**src/rtl/rrvCtrlPkg.sv**
```systemverilog
//------------------------------------------------
// Shared types of the RV32I pipeline control unit
// Widths, opcode, ALU-op, write-back, immediate and branch enums
// Instruction word union with field and immediate views
// Control word and the per-stage output structs
//------------------------------------------------
package rrvCtrlPkg;

    localparam int XLen     = 32;
    localparam int RegAddrW = 5;
    localparam logic [XLen-1:0] NopInst = 32'h0000_0013; // ADDI x0,x0,0

    // RV32I major opcodes
    typedef enum logic [6:0] {
        LUI    = 7'b0110111,
        AUIPC  = 7'b0010111,
        JAL    = 7'b1101111,
        JALR   = 7'b1100111,
        BRANCH = 7'b1100011,
        LOAD   = 7'b0000011,
        STORE  = 7'b0100011,
        I_OP   = 7'b0010011,
        R_OP   = 7'b0110011,
        FENCE  = 7'b0001111,
        SYSCAL = 7'b1110011
    } opcodeT;

    typedef enum logic [3:0] {ADD, SUB, SLL, SLT, SLTU, XOR, SRL, SRA, OR, AND} aluOpT;
    typedef enum logic [1:0] {WbAlu, WbDMem, WbPc4} wbSelT;
    typedef enum logic [2:0] {ImmI, ImmS, ImmB, ImmU, ImmJ} immTypeT;

    // Straight from funct3
    typedef enum logic [2:0] {
        BEQ  = 3'b000,
        BNE  = 3'b001,
        BLT  = 3'b100,
        BGE  = 3'b101,
        BLTU = 3'b110,
        BGEU = 3'b111
    } branchOpT;

    // ------------------------------------------------
    // Instruction word, two views of the same 32 bits
    // ------------------------------------------------
    typedef struct packed {
        logic [6:0]          funct7;
        logic [RegAddrW-1:0] rs2;
        logic [RegAddrW-1:0] rs1;
        logic [2:0]          funct3;
        logic [RegAddrW-1:0] rd;
        opcodeT              opcode;
    } instFieldsT;

    typedef struct packed {
        logic [11:0] hi;     // Bits 31:20
        logic [7:0]  mid;    // Bits 19:12
        logic [4:0]  low;    // Bits 11:7, rd slot
        opcodeT      opcode;
    } instImmT;

    typedef union packed {
        instFieldsT fields;
        instImmT    imm;
    } instWordT;

    // ------------------------------------------------
    // Control word carried down the pipe
    // ------------------------------------------------
    typedef struct packed {
        logic [XLen-1:0]     pc;
        instWordT            instruction;
        opcodeT              opcode;
        aluOpT               aluOp;
        logic                lui;
        logic                selAluPc;
        logic                selAluImm;
        logic                selNextPcJ;   // JAL / JALR
        logic                selNextPcB;   // Conditional branch
        logic                regWrEn;
        logic                dMemWrEn;
        logic                dMemRdEn;
        logic [3:0]          dMemByteEn;
        logic                signExt;
        wbSelT               wbSel;
        branchOpT            branchOp;
        logic [RegAddrW-1:0] regDst;
        logic [RegAddrW-1:0] regSrc1;
        logic [RegAddrW-1:0] regSrc2;
    } ctrlWordT;

    typedef struct packed {
        logic [RegAddrW-1:0] regSrc1Q102;
        logic [RegAddrW-1:0] regSrc2Q102;
        aluOpT               aluOpQ102;
        logic                luiQ102;
        branchOpT            branchOpQ102;
        logic                selAluPcQ102;
        logic                selAluImmQ102;
        logic [RegAddrW-1:0] regDstQ103;
        logic                regWrEnQ103;
        logic [RegAddrW-1:0] regDstQ104;
        logic                regWrEnQ104;
        logic [RegAddrW-1:0] regDstQ105;
        logic                regWrEnQ105;
    } ctrlExeT;

    typedef struct packed {
        logic       dMemWrEnQ103;
        logic       dMemRdEnQ103;
        logic [3:0] dMemByteEnQ103;
    } ctrlMemT;

    typedef struct packed {
        logic [3:0]          byteEnQ105;
        logic                signExtQ105;
        wbSelT               wbSelQ105;
        logic [RegAddrW-1:0] regDstQ105;
        logic                regWrEnQ105;  // Qualified by Q105 valid
    } ctrlWbT;

    typedef struct packed {
        logic [RegAddrW-1:0] regSrc1Q101;
        logic [RegAddrW-1:0] regSrc2Q101;
    } ctrlRfT;

endpackage

```
**src/rtl/instDecoder.sv**
```systemverilog
//------------------------------------------------
// Q101 instruction decoder
// Opcode to selects, memory enables and write-back path
// funct3 / funct7 to ALU op, byte lanes and sign extension
//------------------------------------------------
module instDecoder (
    input  rrvCtrlPkg::instWordT        inst,
    input  logic [rrvCtrlPkg::XLen-1:0] pc,
    output rrvCtrlPkg::ctrlWordT        ctrlQ101
);
    import rrvCtrlPkg::*;

    opcodeT     op;
    logic [2:0] funct3;
    logic       altFunct;   // funct7[5], picks SUB / SRA
    logic       isJump;
    logic       isMem;

    assign op       = inst.fields.opcode;
    assign funct3   = inst.fields.funct3;
    assign altFunct = inst.fields.funct7[5];
    assign isJump   = (op == JAL) || (op == JALR);
    assign isMem    = (op == LOAD) || (op == STORE);

    always_comb begin
        ctrlQ101             = '0;
        ctrlQ101.pc          = pc;
        ctrlQ101.instruction = inst;
        ctrlQ101.opcode      = op;
        ctrlQ101.lui         = (op == LUI);
        ctrlQ101.selAluPc    = (op == JAL) || (op == BRANCH) || (op == AUIPC);
        ctrlQ101.selAluImm   = (op != R_OP);   // Only reg-reg uses rs2
        ctrlQ101.selNextPcJ  = isJump;
        ctrlQ101.selNextPcB  = (op == BRANCH);
        ctrlQ101.regWrEn     = isJump || (op inside {LUI, AUIPC, LOAD, I_OP, R_OP, FENCE});
        ctrlQ101.dMemWrEn    = (op == STORE);
        ctrlQ101.dMemRdEn    = (op == LOAD);
        ctrlQ101.signExt     = (op == LOAD) && !funct3[2]; // LB / LH
        ctrlQ101.wbSel       = isJump ? WbPc4 : (op == LOAD) ? WbDMem : WbAlu;
        ctrlQ101.branchOp    = branchOpT'(funct3);
        ctrlQ101.regDst      = inst.fields.rd;
        ctrlQ101.regSrc1     = inst.fields.rs1;
        ctrlQ101.regSrc2     = inst.fields.rs2;

        // Byte lanes from the size bits
        if (isMem) begin
            case (funct3[1:0])
                2'b00:   ctrlQ101.dMemByteEn = 4'b0001;  // Byte
                2'b01:   ctrlQ101.dMemByteEn = 4'b0011;  // Half
                2'b10:   ctrlQ101.dMemByteEn = 4'b1111;  // Word
                default: ctrlQ101.dMemByteEn = 4'b0000;
            endcase
        end

        // ALU op, address forms and the rest fall back to ADD
        ctrlQ101.aluOp = ADD;
        if ((op == R_OP) || (op == I_OP)) begin
            case (funct3)
                3'b000:  ctrlQ101.aluOp = ((op == R_OP) && altFunct) ? SUB : ADD;
                3'b001:  ctrlQ101.aluOp = SLL;
                3'b010:  ctrlQ101.aluOp = SLT;
                3'b011:  ctrlQ101.aluOp = SLTU;
                3'b100:  ctrlQ101.aluOp = XOR;
                3'b101:  ctrlQ101.aluOp = altFunct ? SRA : SRL;  // Also SRAI / SRLI
                3'b110:  ctrlQ101.aluOp = OR;
                default: ctrlQ101.aluOp = AND;
            endcase
        end
    end

endmodule

```
**src/rtl/immGen.sv**
```systemverilog
//------------------------------------------------
// Immediate generator
// Format select from the opcode, then I/S/B/U/J assembly
//------------------------------------------------
module immGen (
    input  rrvCtrlPkg::instWordT        inst,
    output logic [rrvCtrlPkg::XLen-1:0] immediate
);
    import rrvCtrlPkg::*;

    immTypeT immType;
    instImmT iv;        // Immediate view of the word

    assign iv = inst.imm;

    always_comb begin
        case (iv.opcode)
            LUI, AUIPC: immType = ImmU;
            JAL:        immType = ImmJ;
            BRANCH:     immType = ImmB;
            STORE:      immType = ImmS;
            default:    immType = ImmI;  // JALR, I_OP, LOAD, unknown
        endcase
    end

    // Sign always from bit 31
    always_comb begin
        case (immType)
            ImmS:    immediate = {{20{iv.hi[11]}}, iv.hi[11:5], iv.low};
            ImmB:    immediate = {{20{iv.hi[11]}}, iv.low[0], iv.hi[10:5], iv.low[4:1], 1'b0};
            ImmU:    immediate = {iv.hi, iv.mid, 12'b0};
            ImmJ:    immediate = {{12{iv.hi[11]}}, iv.mid, iv.hi[0], iv.hi[10:1], 1'b0};
            default: immediate = {{20{iv.hi[11]}}, iv.hi};
        endcase
    end

endmodule

```
**src/rtl/hazardUnit.sv**
```systemverilog
//------------------------------------------------
// Load-use hazard detection against Q102 and Q103
// NOP insertion request and all stage-ready signals
//------------------------------------------------
module hazardUnit (
    input  rrvCtrlPkg::instWordT rawInst,
    input  rrvCtrlPkg::ctrlWordT ctrlQ102,
    input  rrvCtrlPkg::ctrlWordT ctrlQ103,
    input  logic                 validQ102,
    input  logic                 validQ103,
    input  logic                 flushActive,
    input  logic                 dMemReady,
    output logic                 insertNop,
    output logic                 readyQ100,
    output logic                 readyQ101,
    output logic [3:0]           stageReady   // Q102..Q105
);
    import rrvCtrlPkg::*;

    logic useRs2;
    logic hzdQ102;
    logic hzdQ103;
    logic loadHazard;

    // A valid LOAD whose rd feeds a source of the raw word
    function automatic logic loadMatch(input ctrlWordT ctrl, input logic valid,
                                       input instWordT raw, input logic chkRs2);
        logic rs1Hit;
        logic rs2Hit;
        rs1Hit = (raw.fields.rs1 == ctrl.regDst);
        rs2Hit = chkRs2 && (raw.fields.rs2 == ctrl.regDst);
        return valid && (ctrl.opcode == LOAD) && (rs1Hit || rs2Hit);
    endfunction

    assign useRs2 = rawInst.fields.opcode inside {R_OP, STORE, BRANCH}; // rs2 really read

    assign hzdQ102    = loadMatch(ctrlQ102, validQ102, rawInst, useRs2);
    assign hzdQ103    = loadMatch(ctrlQ103, validQ103, rawInst, useRs2);
    assign loadHazard = hzdQ102 || hzdQ103;

    assign insertNop = loadHazard || flushActive;   // Bubble into Q101

    // ------------------------------------------------
    // Back-pressure
    // ------------------------------------------------
    assign stageReady = {4{dMemReady}};                                // Freeze on data memory
    assign readyQ101  = (dMemReady && !loadHazard) || flushActive;     // Flush slot always taken
    assign readyQ100  = dMemReady && readyQ101;

endmodule

```
**src/rtl/flushTimer.sv**
```systemverilog
//------------------------------------------------
// Flush window counter
// Holds the Q101 bubble window open after a Q102 redirect
//------------------------------------------------
module flushTimer #(
    parameter int FlushCycles = 2
) (
    input  logic Clock,
    input  logic rstN,
    input  logic redirect,
    input  logic advance,
    output logic flushActive
);

    localparam int CntW = $clog2(FlushCycles + 1);

    logic [CntW-1:0] count;  // Slots left after the current one

    always_ff @(posedge Clock) begin
        if (!rstN) begin
            count <= '0;
        end else if (redirect) begin
            count <= CntW'(FlushCycles - 1);  // Redirect cycle is slot one
        end else if (advance && (count != '0)) begin
            count <= count - 1'b1;
        end
    end

    assign flushActive = redirect || (count != '0);

endmodule

```
**src/rtl/ctrlPipe.sv**
```systemverilog
//------------------------------------------------
// Control word and valid bit stage registers Q102..Q105
// Q102 redirect and the per-stage output structs
//------------------------------------------------
module ctrlPipe (
    input  logic                 Clock,
    input  logic                 rstN,
    input  rrvCtrlPkg::ctrlWordT ctrlQ101,
    input  logic                 validQ101,
    input  logic [3:0]           stageReady,
    input  logic                 branchCondMetQ102,
    output rrvCtrlPkg::ctrlWordT ctrlQ102,
    output rrvCtrlPkg::ctrlWordT ctrlQ103,
    output logic                 validQ102,
    output logic                 validQ103,
    output logic                 redirect,
    output rrvCtrlPkg::ctrlRfT   ctrlRf,
    output rrvCtrlPkg::ctrlExeT  ctrlExe,
    output rrvCtrlPkg::ctrlMemT  ctrlMem,
    output rrvCtrlPkg::ctrlWbT   ctrlWb,
    output logic                 validInstQ105
);
    import rrvCtrlPkg::*;

    ctrlWordT   ctrlQ [2:5];
    logic [5:2] preValid;   // Captured valid, before the stage ready gate
    logic [5:1] valid;

    assign valid[1] = validQ101;

    // ------------------------------------------------
    // One enable register per stage
    // ------------------------------------------------
    for (genvar s = 2; s <= 5; s++) begin : gStage
        ctrlWordT prevCtrl;

        if (s == 2) begin : gFirst
            assign prevCtrl = ctrlQ101;
        end else begin : gNext
            assign prevCtrl = ctrlQ[s-1];
        end

        always_ff @(posedge Clock) begin
            if (!rstN) begin
                ctrlQ[s]    <= '0;
                preValid[s] <= 1'b0;
            end else if (stageReady[s-2]) begin  // Hold while frozen
                ctrlQ[s]    <= prevCtrl;
                preValid[s] <= valid[s-1];
            end
        end

        assign valid[s] = stageReady[s-2] && preValid[s];
    end

    assign ctrlQ102      = ctrlQ[2];
    assign ctrlQ103      = ctrlQ[3];
    assign validQ102     = valid[2];
    assign validQ103     = valid[3];
    assign validInstQ105 = valid[5];

    // Jump, or branch with its condition met
    assign redirect = valid[2] && (ctrlQ[2].selNextPcJ ||
                                   (ctrlQ[2].selNextPcB && branchCondMetQ102));

    // ------------------------------------------------
    // Per-stage outputs
    // ------------------------------------------------
    assign ctrlRf = '{regSrc1Q101: ctrlQ101.regSrc1, regSrc2Q101: ctrlQ101.regSrc2};

    assign ctrlExe = '{
        regSrc1Q102:   ctrlQ[2].regSrc1,
        regSrc2Q102:   ctrlQ[2].regSrc2,
        aluOpQ102:     ctrlQ[2].aluOp,
        luiQ102:       ctrlQ[2].lui,
        branchOpQ102:  ctrlQ[2].branchOp,
        selAluPcQ102:  ctrlQ[2].selAluPc,
        selAluImmQ102: ctrlQ[2].selAluImm,
        regDstQ103:    ctrlQ[3].regDst,
        regWrEnQ103:   ctrlQ[3].regWrEn,
        regDstQ104:    ctrlQ[4].regDst,
        regWrEnQ104:   ctrlQ[4].regWrEn,
        regDstQ105:    ctrlQ[5].regDst,
        regWrEnQ105:   ctrlQ[5].regWrEn
    };

    assign ctrlMem = '{dMemWrEnQ103:   ctrlQ[3].dMemWrEn,
                       dMemRdEnQ103:   ctrlQ[3].dMemRdEn,
                       dMemByteEnQ103: ctrlQ[3].dMemByteEn};

    assign ctrlWb = '{byteEnQ105:  ctrlQ[5].dMemByteEn,
                      signExtQ105: ctrlQ[5].signExt,
                      wbSelQ105:   ctrlQ[5].wbSel,
                      regDstQ105:  ctrlQ[5].regDst,
                      regWrEnQ105: valid[5] && ctrlQ[5].regWrEn};  // No write from bubbles

endmodule

```
**src/rtl/coreCtrl.sv**
```systemverilog
//------------------------------------------------
// Control unit top of the five-stage RV32I pipe
// Decoder, immediate generator, hazard unit, flush counter
// and the control pipe
//------------------------------------------------
module coreCtrl #(
    parameter int FlushCycles = 2
) (
    input  logic                        Clock,
    input  logic                        rstN,
    input  rrvCtrlPkg::instWordT        instQ101,
    input  logic [rrvCtrlPkg::XLen-1:0] pcQ101,
    input  logic                        branchCondMetQ102,
    input  logic                        dMemReady,
    output logic                        readyQ100,
    output logic                        readyQ101,
    output logic [3:0]                  stageReady,
    output logic                        selNextPcAluOutQ102,
    output logic [rrvCtrlPkg::XLen-1:0] immediateQ101,
    output rrvCtrlPkg::ctrlRfT          ctrlRf,
    output rrvCtrlPkg::ctrlExeT         ctrlExe,
    output rrvCtrlPkg::ctrlMemT         ctrlMem,
    output rrvCtrlPkg::ctrlWbT          ctrlWb,
    output logic                        validInstQ105
);
    import rrvCtrlPkg::*;

    instWordT instDec;   // Word after NOP insertion
    ctrlWordT ctrlQ101;
    ctrlWordT ctrlQ102;
    ctrlWordT ctrlQ103;
    logic     insertNop;
    logic     flushActive;
    logic     validQ101;
    logic     validQ102;
    logic     validQ103;

    assign instDec   = insertNop ? instWordT'(NopInst) : instQ101;
    assign validQ101 = readyQ101 && !insertNop;

    instDecoder uDecoder (.inst(instDec), .pc(pcQ101), .ctrlQ101(ctrlQ101));

    immGen uImmGen (.inst(instDec), .immediate(immediateQ101));

    hazardUnit uHazard (
        .rawInst    (instQ101),
        .ctrlQ102   (ctrlQ102),
        .ctrlQ103   (ctrlQ103),
        .validQ102  (validQ102),
        .validQ103  (validQ103),
        .flushActive(flushActive),
        .dMemReady  (dMemReady),
        .insertNop  (insertNop),
        .readyQ100  (readyQ100),
        .readyQ101  (readyQ101),
        .stageReady (stageReady)
    );

    flushTimer #(.FlushCycles(FlushCycles)) uFlush (
        .Clock      (Clock),
        .rstN       (rstN),
        .redirect   (selNextPcAluOutQ102),
        .advance    (stageReady[0]),      // Slot moves into Q102
        .flushActive(flushActive)
    );

    ctrlPipe uPipe (
        .Clock            (Clock),
        .rstN             (rstN),
        .ctrlQ101         (ctrlQ101),
        .validQ101        (validQ101),
        .stageReady       (stageReady),
        .branchCondMetQ102(branchCondMetQ102),
        .ctrlQ102         (ctrlQ102),
        .ctrlQ103         (ctrlQ103),
        .validQ102        (validQ102),
        .validQ103        (validQ103),
        .redirect         (selNextPcAluOutQ102),
        .ctrlRf           (ctrlRf),
        .ctrlExe          (ctrlExe),
        .ctrlMem          (ctrlMem),
        .ctrlWb           (ctrlWb),
        .validInstQ105    (validInstQ105)
    );

endmodule

```
**config.mk**
```make
export PLATFORM = sky130hd
export DESIGN_NAME = coreCtrl
export DESIGN_NICKNAME = d
export VERILOG_FILES = /design/src/rtl/rrvCtrlPkg.sv /design/src/rtl/instDecoder.sv /design/src/rtl/immGen.sv /design/src/rtl/hazardUnit.sv /design/src/rtl/flushTimer.sv /design/src/rtl/ctrlPipe.sv /design/src/rtl/coreCtrl.sv
export SDC_FILE = /design/constraint.sdc
export NUM_CORES = 1
export LEC_CHECK = 0
export BUFFER_PORTS_ARGS = -buffer_cell sky130_fd_sc_hd__buf_2
export CAP_MARGIN = 20
export CORE_MARGIN = 4
export CORE_UTILIZATION = 55
export DETAILED_ROUTE_END_ITERATION = 7
export PLACE_DENSITY = 0.86
export SLEW_MARGIN = 20
export SYNTH_ARGS = -nofsm -noshare
export SYNTH_HDL_FRONTEND = slang
export SYNTH_SLANG_ARGS = --single-unit
```
**constraint.sdc**
```tcl
create_clock -name Clock -period 7.5 [get_ports Clock]
set_clock_uncertainty 0.15 [all_clocks]
set_input_delay 1.5 -clock Clock [delete_from_list [all_inputs] [get_ports Clock]]
set_output_delay 1.5 -clock Clock [all_outputs]
set_load 0.005 [all_outputs]
```
==> summary.txt, run 1 <==
Status
  • Status: finished clean

Worst setup path
  • Reg-to-Reg Start: uPipe.ctrlQ[1][155]
  • Crit path from: instQ101[3]
  • Setup crit end kind: primary output
  • Critical path fanouts, max: 43
  • Req. time, crit path: between 5 and 6 ns
  • Crit path DAT: 4.07 ns
  • WS Path Type: input port to primary output
  • Critical Path Start Type: input port

Detailed routing
  • Residual DRC count: 0
  • Routed length per placed instance: between 15 and 20 um
  • Drt first pass iters: 5
  • Final WL: 11.2 mm
  • Final ANT Viol Nets: 0
  • Iter 0 DRT Violations: 449
  • Detail-routed via count per cell: between 5 and 6
  • Vias: 3779

Clock tree
  • Root Buffer: clkbuf_8
  • CTS resizes: 0
  • CTS Sinks: 93
  • Clock Pin Slew Worst Setup and Hold Paths: around 0.080 ns
  • Worst-Skew Late Latency: roughly 0.36 ns
  • H-tree depth: 3
  • Post-CTS Hold Buffers: 0
  • TritonCTS buffer count: 9
  • Clock buffer depth: 2
  • Postcts setup bufs: 0
  • CTS tree: built

Flow run
  • Max Cap Viol: 0

Logic synthesis
  • Complex-gate fraction of the synthesized area: 0.0596
  • Simple-gate share of the synthesized area: 0.206
  • Yosys top cell by area: edfxtp_1
  • Post-Synthesis Cells: 500
  • Adder-Cell Fraction of Synth Area: 0.0146
  • Post-Synth XOR/XNOR Area: 0.0357
  • Top-area cell type share of the netlist area: 0.508
  • Sequential area share after synthesis: 0.531
  • Mean Syn Cell Area: between 10 and 15 sq um
  • Main area contributors after synthesis: edfxtp_1 51%, buf_4 11%, and3_1 7.1%, nor2_1 3.4%, a21oi_1 3.0%
  • Synthesized area: ~5100 sq um
  • Yosys reg bits: 93
  • Largest family of logic cells by synthesized area: simple AND/OR/NAND/NOR gates
  • Ys Warns: 0
  • Synth cell types: 42
  • Post-synthesis mux area share: 0.00584
  • Post-synth net total: 574

Placement
  • Pre-CTS setup slack: 1.82 ns
  • Placed cell count: about 660
  • Placed cell areas: roughly 5400 sq um
  • Port buffer count: about 140
  • Hpwl dp: 7.67 mm
  • RD Place Congestion: between 0.8 and 0.9

Layout
  • Final Core Density: 0.610
  • Design Area, Final: between 5000 and 6000 sq um
  • Most frequent cells in the layout: 142 x buf_2, 87 x edfxtp_1, 58 x and3_1, 46 x nor2_1, 31 x a21oi_1
  • Final nets: 630
  • Layout cell share with drive strength beyond 1: 0.301
  • Commonest non-fill, non-tap cell in the layout: buf_2
  • Area grow syn2layout: 8.44%
  • Post-route insts no fill: ~670

Pwr
  • Combinational group share of total power: 0.233
  • Design Power: approximately 1.2 mW
  • Pint: slightly below 0.9 mW
  • Flop pwr share: 0.503
  • Max IR drop VDD: 0.000141 V
  • NetSw: 0.361 mW
  • P_leak: 2.69 nW
  • Clock network power share: 0.264
  • Pwr/cell area: around 220 nW/um^2
  • Switch share: 0.291

Global routing
  • Tot GR Track Use: 0.203
  • Initial antenna violation count: 1
  • Largest net degree at the start of global routing: just under 90
  • Vias in the first global route: between 3000 and 4000
  • Total gr overflow: 0
  • First-pass GRT wire length: 18.0 mm

Timing
  • Setup ws final: roughly 1.8 ns
  • Tcrit/Tclk final: 0.763
  • Slew Limit Fails: 0
  • Setup TNS: 0 ns
  • Finish-stage setup viols: 0
  • Fmax: 175 MHz
  • Min Tclk post-route: ~5.7 ns
  • Slew headroom: 0.420
  • Tightest Pin Transition: 0.868 ns
  • Min Hold Slack: 0.341 ns
  • Unrepaired setup endpoints after global routing: false
  • Hold Violations, Final: 0

Worst hold path
  • Min-delay worst type: flop to flop
  • Hold Startpoint: uPipe.preValid[2]

Floorplan
  • Die Ht: between 100 and 150 um
  • Overall die area: between 10000 and 15000 sq um
  • Core Footprint: 9150 sq um
  • Die span in x: approximately 100 um
  • Num rows: 35
  • I/O pins: about 180
  • Starting Density: 0.562
==> critical path, cell delays in order <==
cell and delay (ns):
buf_2 0.16, and4bb_1 0.33, nand3_1 0.13, or4_1 0.52, a21oi_2 0.32, or3_2 0.41
buf_4 0.44, nor2_1 0.09, buf_2 0.15
==> path summary, 6_finish.rpt <==
kind / slack, ns / depth (start not counted) / to
max: 1.78 / 9 / ctrlRf[9]
min: 0.34 / 2 / uPipe.preValid[2]
max reg2reg: 4.17 / 11 / uPipe.ctrlQ[1][22]
min reg2reg: 0.34 / 2 / uPipe.preValid[2]
==> power groups by stage <==
stage,Sequential [mW],Clock [mW],Combinational (mW)
after floorplan,0.633,0,0.222
after global placement,0.635,0,0.275
after detailed placement,0.637,0,0.285
after CTS,0.625,0.331,0.288
after global routing,0.628,0.356,0.325
final,0.625,0.328,0.290
==> sequential cells by signal (all words and copies together), names as in the netlist <==
signal	count
uFlush.count	2
uPipe.ctrlQ	87
uPipe.preValid	4
==> metal layers <==
layer | wire (um) | track usage
met1 | 4620 | 0.272
met2 | 5180 | 0.314
met3 | 1040 | 0.0469
met4 | 366 | 0.0956
met5 | 0 | 0
==> cell usage after synthesis (all sizes together) <==
cell type,instances
nor3,25
nand2b,4
ha,6
clkbuf,22
and2,12
or4,3
and3,58
a21oi,33
nand2,24
dfxtp,6
o22ai,1
nor2b,2
or3,1
and3b,1
a21boi,3
xnor2,11
a21o,2
o21ai,6
nand4,1
a31oi,2
nor4,6
mux2i,3
nand3b,2
xor2,10
edfxtp,87
nand3,11
nor2,46
or2,3
and4bb,1
o21a,1
or4b,1
a22o,2
inv,22
o31ai,2
buf,80
==> cells by family after synthesis <==
group                      after synthesis
and+or+nand+nor                        201
buffers and inverters                  124
DFF                                     93
AOI/OAI and AO/OA                       52
xor gates and xnor gates                21
adders and majority gates                6
muxes                                    3
==> area by class of cell <==
cell class,instances,area (sq um)
Inverter,22,82.6
Fill cell,730,3570
Multi-Input combinational cell,283,1670
Clock inverter,3,46.3
Tap cell,111,139
Timing Repair Buffer,147,768
Antenna cell,1,2.50
Sequential cell,93,2730
Clock buffer,13,139
Note: power is estimated with default switching activity, not from simulation.
==> inputs of run 2 (changes only) <==
- ABC_AREA: unset -> 1
- CORE_UTILIZATION: 55 -> 52
- PLACE_DENSITY: 0.86 -> 0.82
- clock period: 7.5 -> 5.7 ns (I/O delays scaled with it)
==> summary.txt, run 2 <==
Worst setup path
  • CP Cell Sequence: buf_2 > nand2_1 > a21oi_2 > nor2_2 > nand3_4 > nor2_2 > nand3_1 > nand2_4 > nor2_8 > nand2_4 > o21ai_0 > buf_2 (was buf_2 > and4bb_1 > nand3_1 > or4_1 > a21oi_2 > or3_2 > buf_4 > nor2_1 > buf_2)
  • Largest delay contributor family on the critical path: simple AND/OR/NAND/NOR gates (unchanged)
  • WS Path Type: input port to primary output (unchanged)
  • R2R Setup Slk: 2.77 ns (was 4.17 ns)
  • Req. time, crit path: 4.41 ns (was 5.85 ns)
  • Setup crit end kind: primary output (unchanged)
  • WP buf/inv: 2 (was 3)
  • Levels on crit path: 12 (was 9)
  • Worst r2r path cells: 16 (was 11)
  • Critical Path Start Type: input port (unchanged)
  • Biggest cell delay along the critical path: 0.31 ns (was 0.52 ns)
  • Crit path DAT: 3.51 ns (was 4.07 ns)
  • Critical path fanouts, max: 25 (was 43)
  • Critical-path top delay cell: nand3_4 (was or4_1)

Global routing
  • Tot GR Track Use: 0.189 (was 0.203)
  • Vias in the first global route: 3834 (was 3514)
  • Initial antenna violation count: 2 (was 1)
  • Largest net degree at the start of global routing: 89 (unchanged)
  • First-pass GRT wire length: 17.7 mm (was 18.0 mm)
  • Total gr overflow: 0 (unchanged)

Layout
  • Layout cell share with drive strength beyond 1: 0.294 (was 0.301)
  • Largest registers: uPipe.ctrlQ: 87 flops, uPipe.preValid: 4 flops, uFlush.count: 2 flops (unchanged)
  • Final Core Density: 0.592 (was 0.610)
  • Commonest non-fill, non-tap cell in the layout: buf_2 (unchanged)
  • Area grow syn2layout: 8.90% (was 8.44%)
  • Max FFs per register: 87 (unchanged)
  • Most frequent cells in the layout: 142 x buf_2, 132 x nor2_1, 87 x edfxtp_1, 84 x inv_1, 83 x nand2_1 (was 142 x buf_2, 87 x edfxtp_1, 58 x and3_1, 46 x nor2_1, 31 x a21oi_1)
  • Top reg by flops: uPipe.ctrlQ (unchanged)
  • Fillers: 861 (was 730)
  • Design Area, Final: 5890 sq um (was 5580 sq um)
  • Final nets: 747 (was 630)

Logic synthesis
  • Yosys top cell by area: edfxtp_1 (unchanged)
  • Synth cell types: 32 (was 42)
  • Post-synth top cells: 132 x nor2_1, 87 x edfxtp_1, 85 x nand2_1 (was 87 x edfxtp_1, 75 x buf_4, 58 x and3_1)
  • Main area contributors after synthesis: edfxtp_1 48%, buf_4 9.8%, nor2_1 9.2%, nand2_1 5.9%, inv_1 5.8% (was edfxtp_1 51%, buf_4 11%, and3_1 7.1%, nor2_1 3.4%, a21oi_1 3.0%)
  • Ys Warns: 0 (unchanged)
  • Post-Synthesis Cells: 607 (was 500)
  • Top-area cell type share of the netlist area: 0.483 (was 0.508)
  • Synthesized area: 5410 sq um (was 5150 sq um)
  • Post-synth EDFFs: 87 (unchanged)
  • Post-synthesis mux area share: 0 (was 0.00584)
  • Complex-gate fraction of the synthesized area: 0.0268 (was 0.0596)
  • Mean Syn Cell Area: 8.92 sq um (was 10.3 sq um)
  • Largest family of logic cells by synthesized area: simple AND/OR/NAND/NOR gates (unchanged)
  • Main flop type after synthesis: edfxtp_1 (unchanged)
  • Async SR Flop Fraction: 0 (unchanged)
  • Sequential area share after synthesis: 0.505 (was 0.531)
  • Most common cell in the netlist: nor2_1 (was edfxtp_1)
  • Post-Synth XOR/XNOR Area: 0.0178 (was 0.0357)
  • Adder-Cell Fraction of Synth Area: 0.0139 (was 0.0146)
  • Post-synth net total: 681 (was 574)
  • Simple-gate share of the synthesized area: 0.253 (was 0.206)
  • Yosys reg bits: 93 (unchanged)

Timing
  • Setup TNS: 0 ns (unchanged)
  • Finish-stage setup viols: 0 (unchanged)
  • Tightest Pin Transition: 0.965 ns (was 0.868 ns)
  • Tcrit/Tclk final: 0.843
  • Fmax: ~210 MHz
  • Hold Violations, Final: 0 (unchanged)
  • Slew Limit Fails: 0 (unchanged)
  • Slew headroom: 0.352 (was 0.420)
  • Min Tclk post-route: approximately 4.8 ns
  • Unrepaired setup endpoints after global routing: false (unchanged)

Detailed routing
  • Residual DRC count: 0 (unchanged)
  • Drt first pass iters: 4 (was 5)
  • Final WL: 11.3 mm (was 11.2 mm)
  • Routed length per placed instance: 13.9 um (was 16.6 um)
  • Iter 0 DRT Violations: 248 (was 449)
  • Final ANT Viol Nets: 0 (unchanged)
  • Detail-routed via count per cell: 4.87 (was 5.62)
  • Vias: 3961 (was 3779)

Clock tree
  • Root Buffer: clkbuf_8 (unchanged)
  • CTS Sinks: 93 (unchanged)
  • Post-CTS Hold Buffers: 0 (unchanged)
  • Worst-Skew Late Latency: 0.35 ns (was 0.36 ns)
  • Clock Pin Slew Worst Setup and Hold Paths: 0.09 ns (was 0.08 ns)
  • CTS resizes: 0 (unchanged)
  • Clock buffer depth: 2 (unchanged)
  • Postcts setup bufs: 0 (unchanged)
  • CTS tree: built (unchanged)
  • H-tree depth: 3 (unchanged)
  • TritonCTS buffer count: 9 (unchanged)

Pwr
  • Pwr/cell area: 294 nW/um^2 (was 223 nW/um^2)
  • P_leak: 2.92 nW (was 2.69 nW)
  • Max IR drop VDD: 0.000117 V (was 0.000141 V)

Worst hold path
  • Worst Hold Depth: 2 (unchanged)
  • Min-delay worst type: flop to flop (unchanged)

Floorplan
  • Num rows: 36 (was 35)
  • Core Footprint: 9950 sq um (was 9150 sq um)
  • Die span in x: 110 um (was 105 um)
  • I/O pins: 175 (unchanged)
  • Die Ht: 110 um (was 105 um)
  • Starting Density: 0.544 (was 0.562)
  • Overall die area: 12100 sq um (was 11000 sq um)

Status
  • Status: finished clean (unchanged)

Placement
  • Port buffer count: 142 (unchanged)
  • Placed cell areas: 5660 sq um (was 5370 sq um)
  • RD Place Congestion: 0.856 (was 0.892)
  • Hpwl dp: 8.29 mm (was 7.67 mm)

Flow run
  • Max Cap Viol: 0 (unchanged)
-- run 2: changes by cell type in the layout (fill, tap and decap cells not counted), moves of 11 or more --
cell,change
nor2_1,+86
inv_1,+62
and2_1,-12
a21oi_1,-19
nand3_2,+11
nand2_1,+59
and3_1,-58
nand3_1,+16
nor3_1,-19
-- run 2: layout make-up --
cell class                      instances  area (sq um)  area share
Clock inverter                          6          96.3      0.0163
Tap cell                              133           166      0.0282
Multi-Input combinational cell        336          1710       0.289
Timing Repair Buffer                  143           718       0.122
Antenna cell                            2          5.00    0.000849
Clock buffer                           10           128      0.0217
Inverter                               90           343      0.0582
Sequential cell                        93          2730       0.464
-- run 2: power breakdown --
part	internal, mW	switching, mW	total (mW)
logic	0.154	0.277	0.432
registers	0.800	0.0197	0.820
clock network	0.252	0.229	0.481
total	1.21	0.527	1.73
-- run 2: through the flow --
| step | hold slack [ns] | setup slack [ns] | total power [mW] | cells |
|---|---|---|---|---|
| detailed placement | 0.309 | 0.917 | 1.27 | 795 |
| CTS | 0.326 | 0.880 | 1.74 | 811 |
| finish | 0.329 | 0.895 | 1.73 | 813 |
| global placement | 0.299 | 1.01 | 1.25 | 795 |
| floorplan | 0.290 | 1.80 | 1.17 | 607 |
| global route | 0.350 | 0.681 | 1.83 | 813 |
-- run 2: final timing paths --
path / start / end
worst max-delay path: dMemReady / immediateQ101[12]
worst max register to register: uPipe.ctrlQ[1][160] / uPipe.ctrlQ[1][33]
worst min register to register: uPipe.preValid[4] / uPipe.preValid[4]
worst min-delay path: uPipe.preValid[4] / uPipe.preValid[4]
-- run 2: metal layers --
layer	global-route usage	vias up	wire [um]
met2	0.314	170	5530
met3	0.0419	22	817
met4	0.0837	0	263
met5	0	-	0
met1	0.238	1789	4650
li1	-	1980	-
-- run 2: cells by family after synthesis --
group,after synthesis
buffers and inverters,178
AND/OR/NAND/NOR,292
XOR/XNOR,11
adder cells (fa/ha/maj),6
flip-flops,93
AO/OA/AOI/OAI,27
-- run 2: worst reg2reg max path: cells and delay by family, from the launching register on --
| kind | cells | cell delay, ns |
|---|---|---|
| AND/OR/NAND/NOR | 13 | 1.57 |
| flip-flops | 1 | 0.46 |
| adder cells (fa/ha/maj) | 1 | 0.24 |
| XOR/XNOR | 1 | 0.16 |
| buffers and inverters | 1 | 0.13 |
==> inputs of run 3 (changes only) <==
- clock period: 5.7 -> 4.9 ns (I/O delays scaled with it)
==> summary.txt, run 3 (synthesized netlist as in run 2, its figures left out) <==
Worst setup path
  • Req. time, crit path: 3.77 ns (was 4.41 ns)
  • CP Cell Sequence: buf_2 > nand2_1 > a21oi_2 > nor2_2 > nand3_4 > nor2_2 > nand3_1 > nand2_4 > nor2_8 > nand2_4 > o21ai_0 > buf_2 (unchanged)
  • Critical path fanouts, max: 25 (unchanged)
  • WP buf/inv: 2 (unchanged)
  • WS Path Type: input port to primary output (unchanged)
  • Largest delay contributor family on the critical path: simple AND/OR/NAND/NOR gates (unchanged)
  • Crit path DAT: 3.18 ns (was 3.51 ns)
  • Setup crit end kind: primary output (unchanged)
  • Critical-path top delay cell: nor2_2 (was nand3_4)
  • Biggest cell delay along the critical path: 0.29 ns (was 0.31 ns)
  • Critical Path Start Type: input port (unchanged)

Placement
  • Hpwl dp: 8.15 mm (was 8.29 mm)
  • Port buffer count: 142 (unchanged)
  • RD Place Congestion: 0.852 (was 0.856)

Detailed routing
  • Routed length per placed instance: 13.7 um (was 13.9 um)
  • Final WL: 11.1 mm (was 11.3 mm)
  • Vias: 3993 (was 3961)
  • Final ANT Viol Nets: 0 (unchanged)
  • Detail-routed via count per cell: 4.92 (was 4.87)
  • Iter 0 DRT Violations: 221 (was 248)
  • Residual DRC count: 0 (unchanged)
  • Drt first pass iters: 6 (was 4)

Global routing
  • First-pass GRT wire length: 17.9 mm (was 17.7 mm)
  • Initial antenna violation count: 0 (was 2)
  • Tot GR Track Use: 0.193 (was 0.189)
  • Vias in the first global route: 3723 (was 3834)
  • Largest net degree at the start of global routing: 89 (unchanged)
  • Total gr overflow: 0 (unchanged)

Timing
  • Tightest Pin Transition: 0.937 ns (was 0.965 ns)
  • Setup TNS: 0 ns (unchanged)
  • Min Tclk post-route: 4.31 ns
  • Slew Limit Fails: 0 (unchanged)
  • Unrepaired setup endpoints after global routing: false (unchanged)
  • Tcrit/Tclk final: 0.879
  • Hold Violations, Final: 0 (unchanged)
  • Slew headroom: 0.371 (was 0.352)
  • Finish-stage setup viols: 0 (unchanged)
  • Fmax: approximately 230 MHz

Layout
  • Final nets: 748 (was 747)
  • Register area: 2730 sq um (unchanged)
  • N_diodes: 0 (was 2)
  • Fillers: 879 (was 861)
  • Largest registers: uPipe.ctrlQ: 87 flops, uPipe.preValid: 4 flops, uFlush.count: 2 flops (unchanged)
  • Top reg by flops: uPipe.ctrlQ (unchanged)
  • Layout cell share with drive strength beyond 1: 0.295 (was 0.294)
  • Most frequent cells in the layout: 142 x buf_2, 132 x nor2_1, 87 x edfxtp_1, 84 x inv_1, 83 x nand2_1 (unchanged)
  • Area of the multi-input gates: 1710 sq um (unchanged)
  • Area grow syn2layout: 8.92% (was 8.90%)
  • Commonest non-fill, non-tap cell in the layout: buf_2 (unchanged)
  • Max FFs per register: 87 (unchanged)

Clock tree
  • Worst-Skew Late Latency: 0.36 ns (was 0.35 ns)
  • Clock buffer depth: 2 (unchanged)
  • CTS resizes: 0 (unchanged)
  • CTS Sinks: 93 (unchanged)
  • H-tree depth: 3 (unchanged)
  • Postcts setup bufs: 0 (unchanged)
  • Clock Pin Slew Worst Setup and Hold Paths: 0.09 ns (about the same)
  • Root Buffer: clkbuf_8 (unchanged)
  • CTS tree: built (unchanged)
  • TritonCTS buffer count: 9 (unchanged)
  • Post-CTS Hold Buffers: 0 (unchanged)

Floorplan
  • I/O pins: 175 (unchanged)
  • Core Footprint: 9950 sq um (unchanged)
  • Starting Density: 0.544 (unchanged)
  • Die span in x: 110 um (unchanged)
  • Die Ht: 110 um (unchanged)
  • Num rows: 36 (unchanged)
  • Overall die area: 12100 sq um (unchanged)

Pwr
  • Max IR drop VDD: 0.000134 V (was 0.000117 V)
  • Design Power: 2.03 mW (was 1.73 mW)
  • Pwr/cell area: 344 nW/um^2 (was 294 nW/um^2)
  • P_leak: 2.92 nW (about the same)

Flow run
  • Max Cap Viol: 0 (unchanged)

Status
  • Status: finished clean (unchanged)

Worst hold path
  • Min-delay worst type: flop to flop (unchanged)
run 3: changes by cell type in the layout (fill, tap and decap cells not counted):
| cell | delta |
|---|---|
| inv_6 | +1 |
| clkinvlp_4 | +1 |
| diode_2 | -2 |
| clkinv_4 | -2 |
| buf_4 | +1 |
run 3: layer usage:
layer | up-vias | share of wire | wire (um) | global-route usage
li1 | 1986 | - | - | -
met1 | 1802 | 0.40 | 4500 | 0.245
met2 | 185 | 0.49 | 5420 | 0.319
met3 | 20 | 0.088 | 975 | 0.0396
met4 | 0 | 0.020 | 225 | 0.0837
met5 | - | 0 | 0 | 0
run 3: final timing paths:
| check | start | end | slack (ns) | depth (start not counted) |
|---|---|---|---|---|
| max | dMemReady | immediateQ101[13] | 0.59 | 12 |
| min | uPipe.preValid[3] | uPipe.preValid[3] | 0.33 | 2 |
| max reg2reg | uPipe.ctrlQ[1][162] | uPipe.ctrlQ[1][33] | 1.94 | 18 |
| min reg2reg | uPipe.preValid[3] | uPipe.preValid[3] | 0.33 | 2 |
run 3: worst min-delay path, cell delays in order, from the launching register on:
cell and delay [ns]:
dfxtp_1 0.32, nand2_1 0.06, a21oi_1 0.06
run 3: per-stage QoR:
stage          hold WS (ns)  utilization  area [sq um]  std cells  setup WS (ns)
2_1_floorplan         0.290            -          5410        607           1.32
3_3_place_gp          0.299        0.569          5660        796          0.705
3_5_place_dp          0.316        0.569          5660        796          0.611
4_1_cts               0.331        0.591          5890        812          0.586
5_1_grt               0.354        0.592          5900        812          0.355
6_report              0.328        0.592          5900        812          0.594
run 3: final cells by class:
type | count | share of cell area
clock buffer | 10 | 0.0216
inverter | 90 | 0.0581
clock inverter | 6 | 0.0161
timing repair buffer | 144 | 0.123
sequential | 93 | 0.463
tap | 133 | 0.0282
multi-input combinational | 336 | 0.289
run 3: where the power goes:
part	internal (mW)	leakage [nW]	switching, mW	total (mW)
Sequential	0.931	1.01	0.0231	0.954
Clock	0.293	0.105	0.274	0.566
Combinational	0.184	1.80	0.322	0.505
Total	1.41	2.92	0.618	2.03
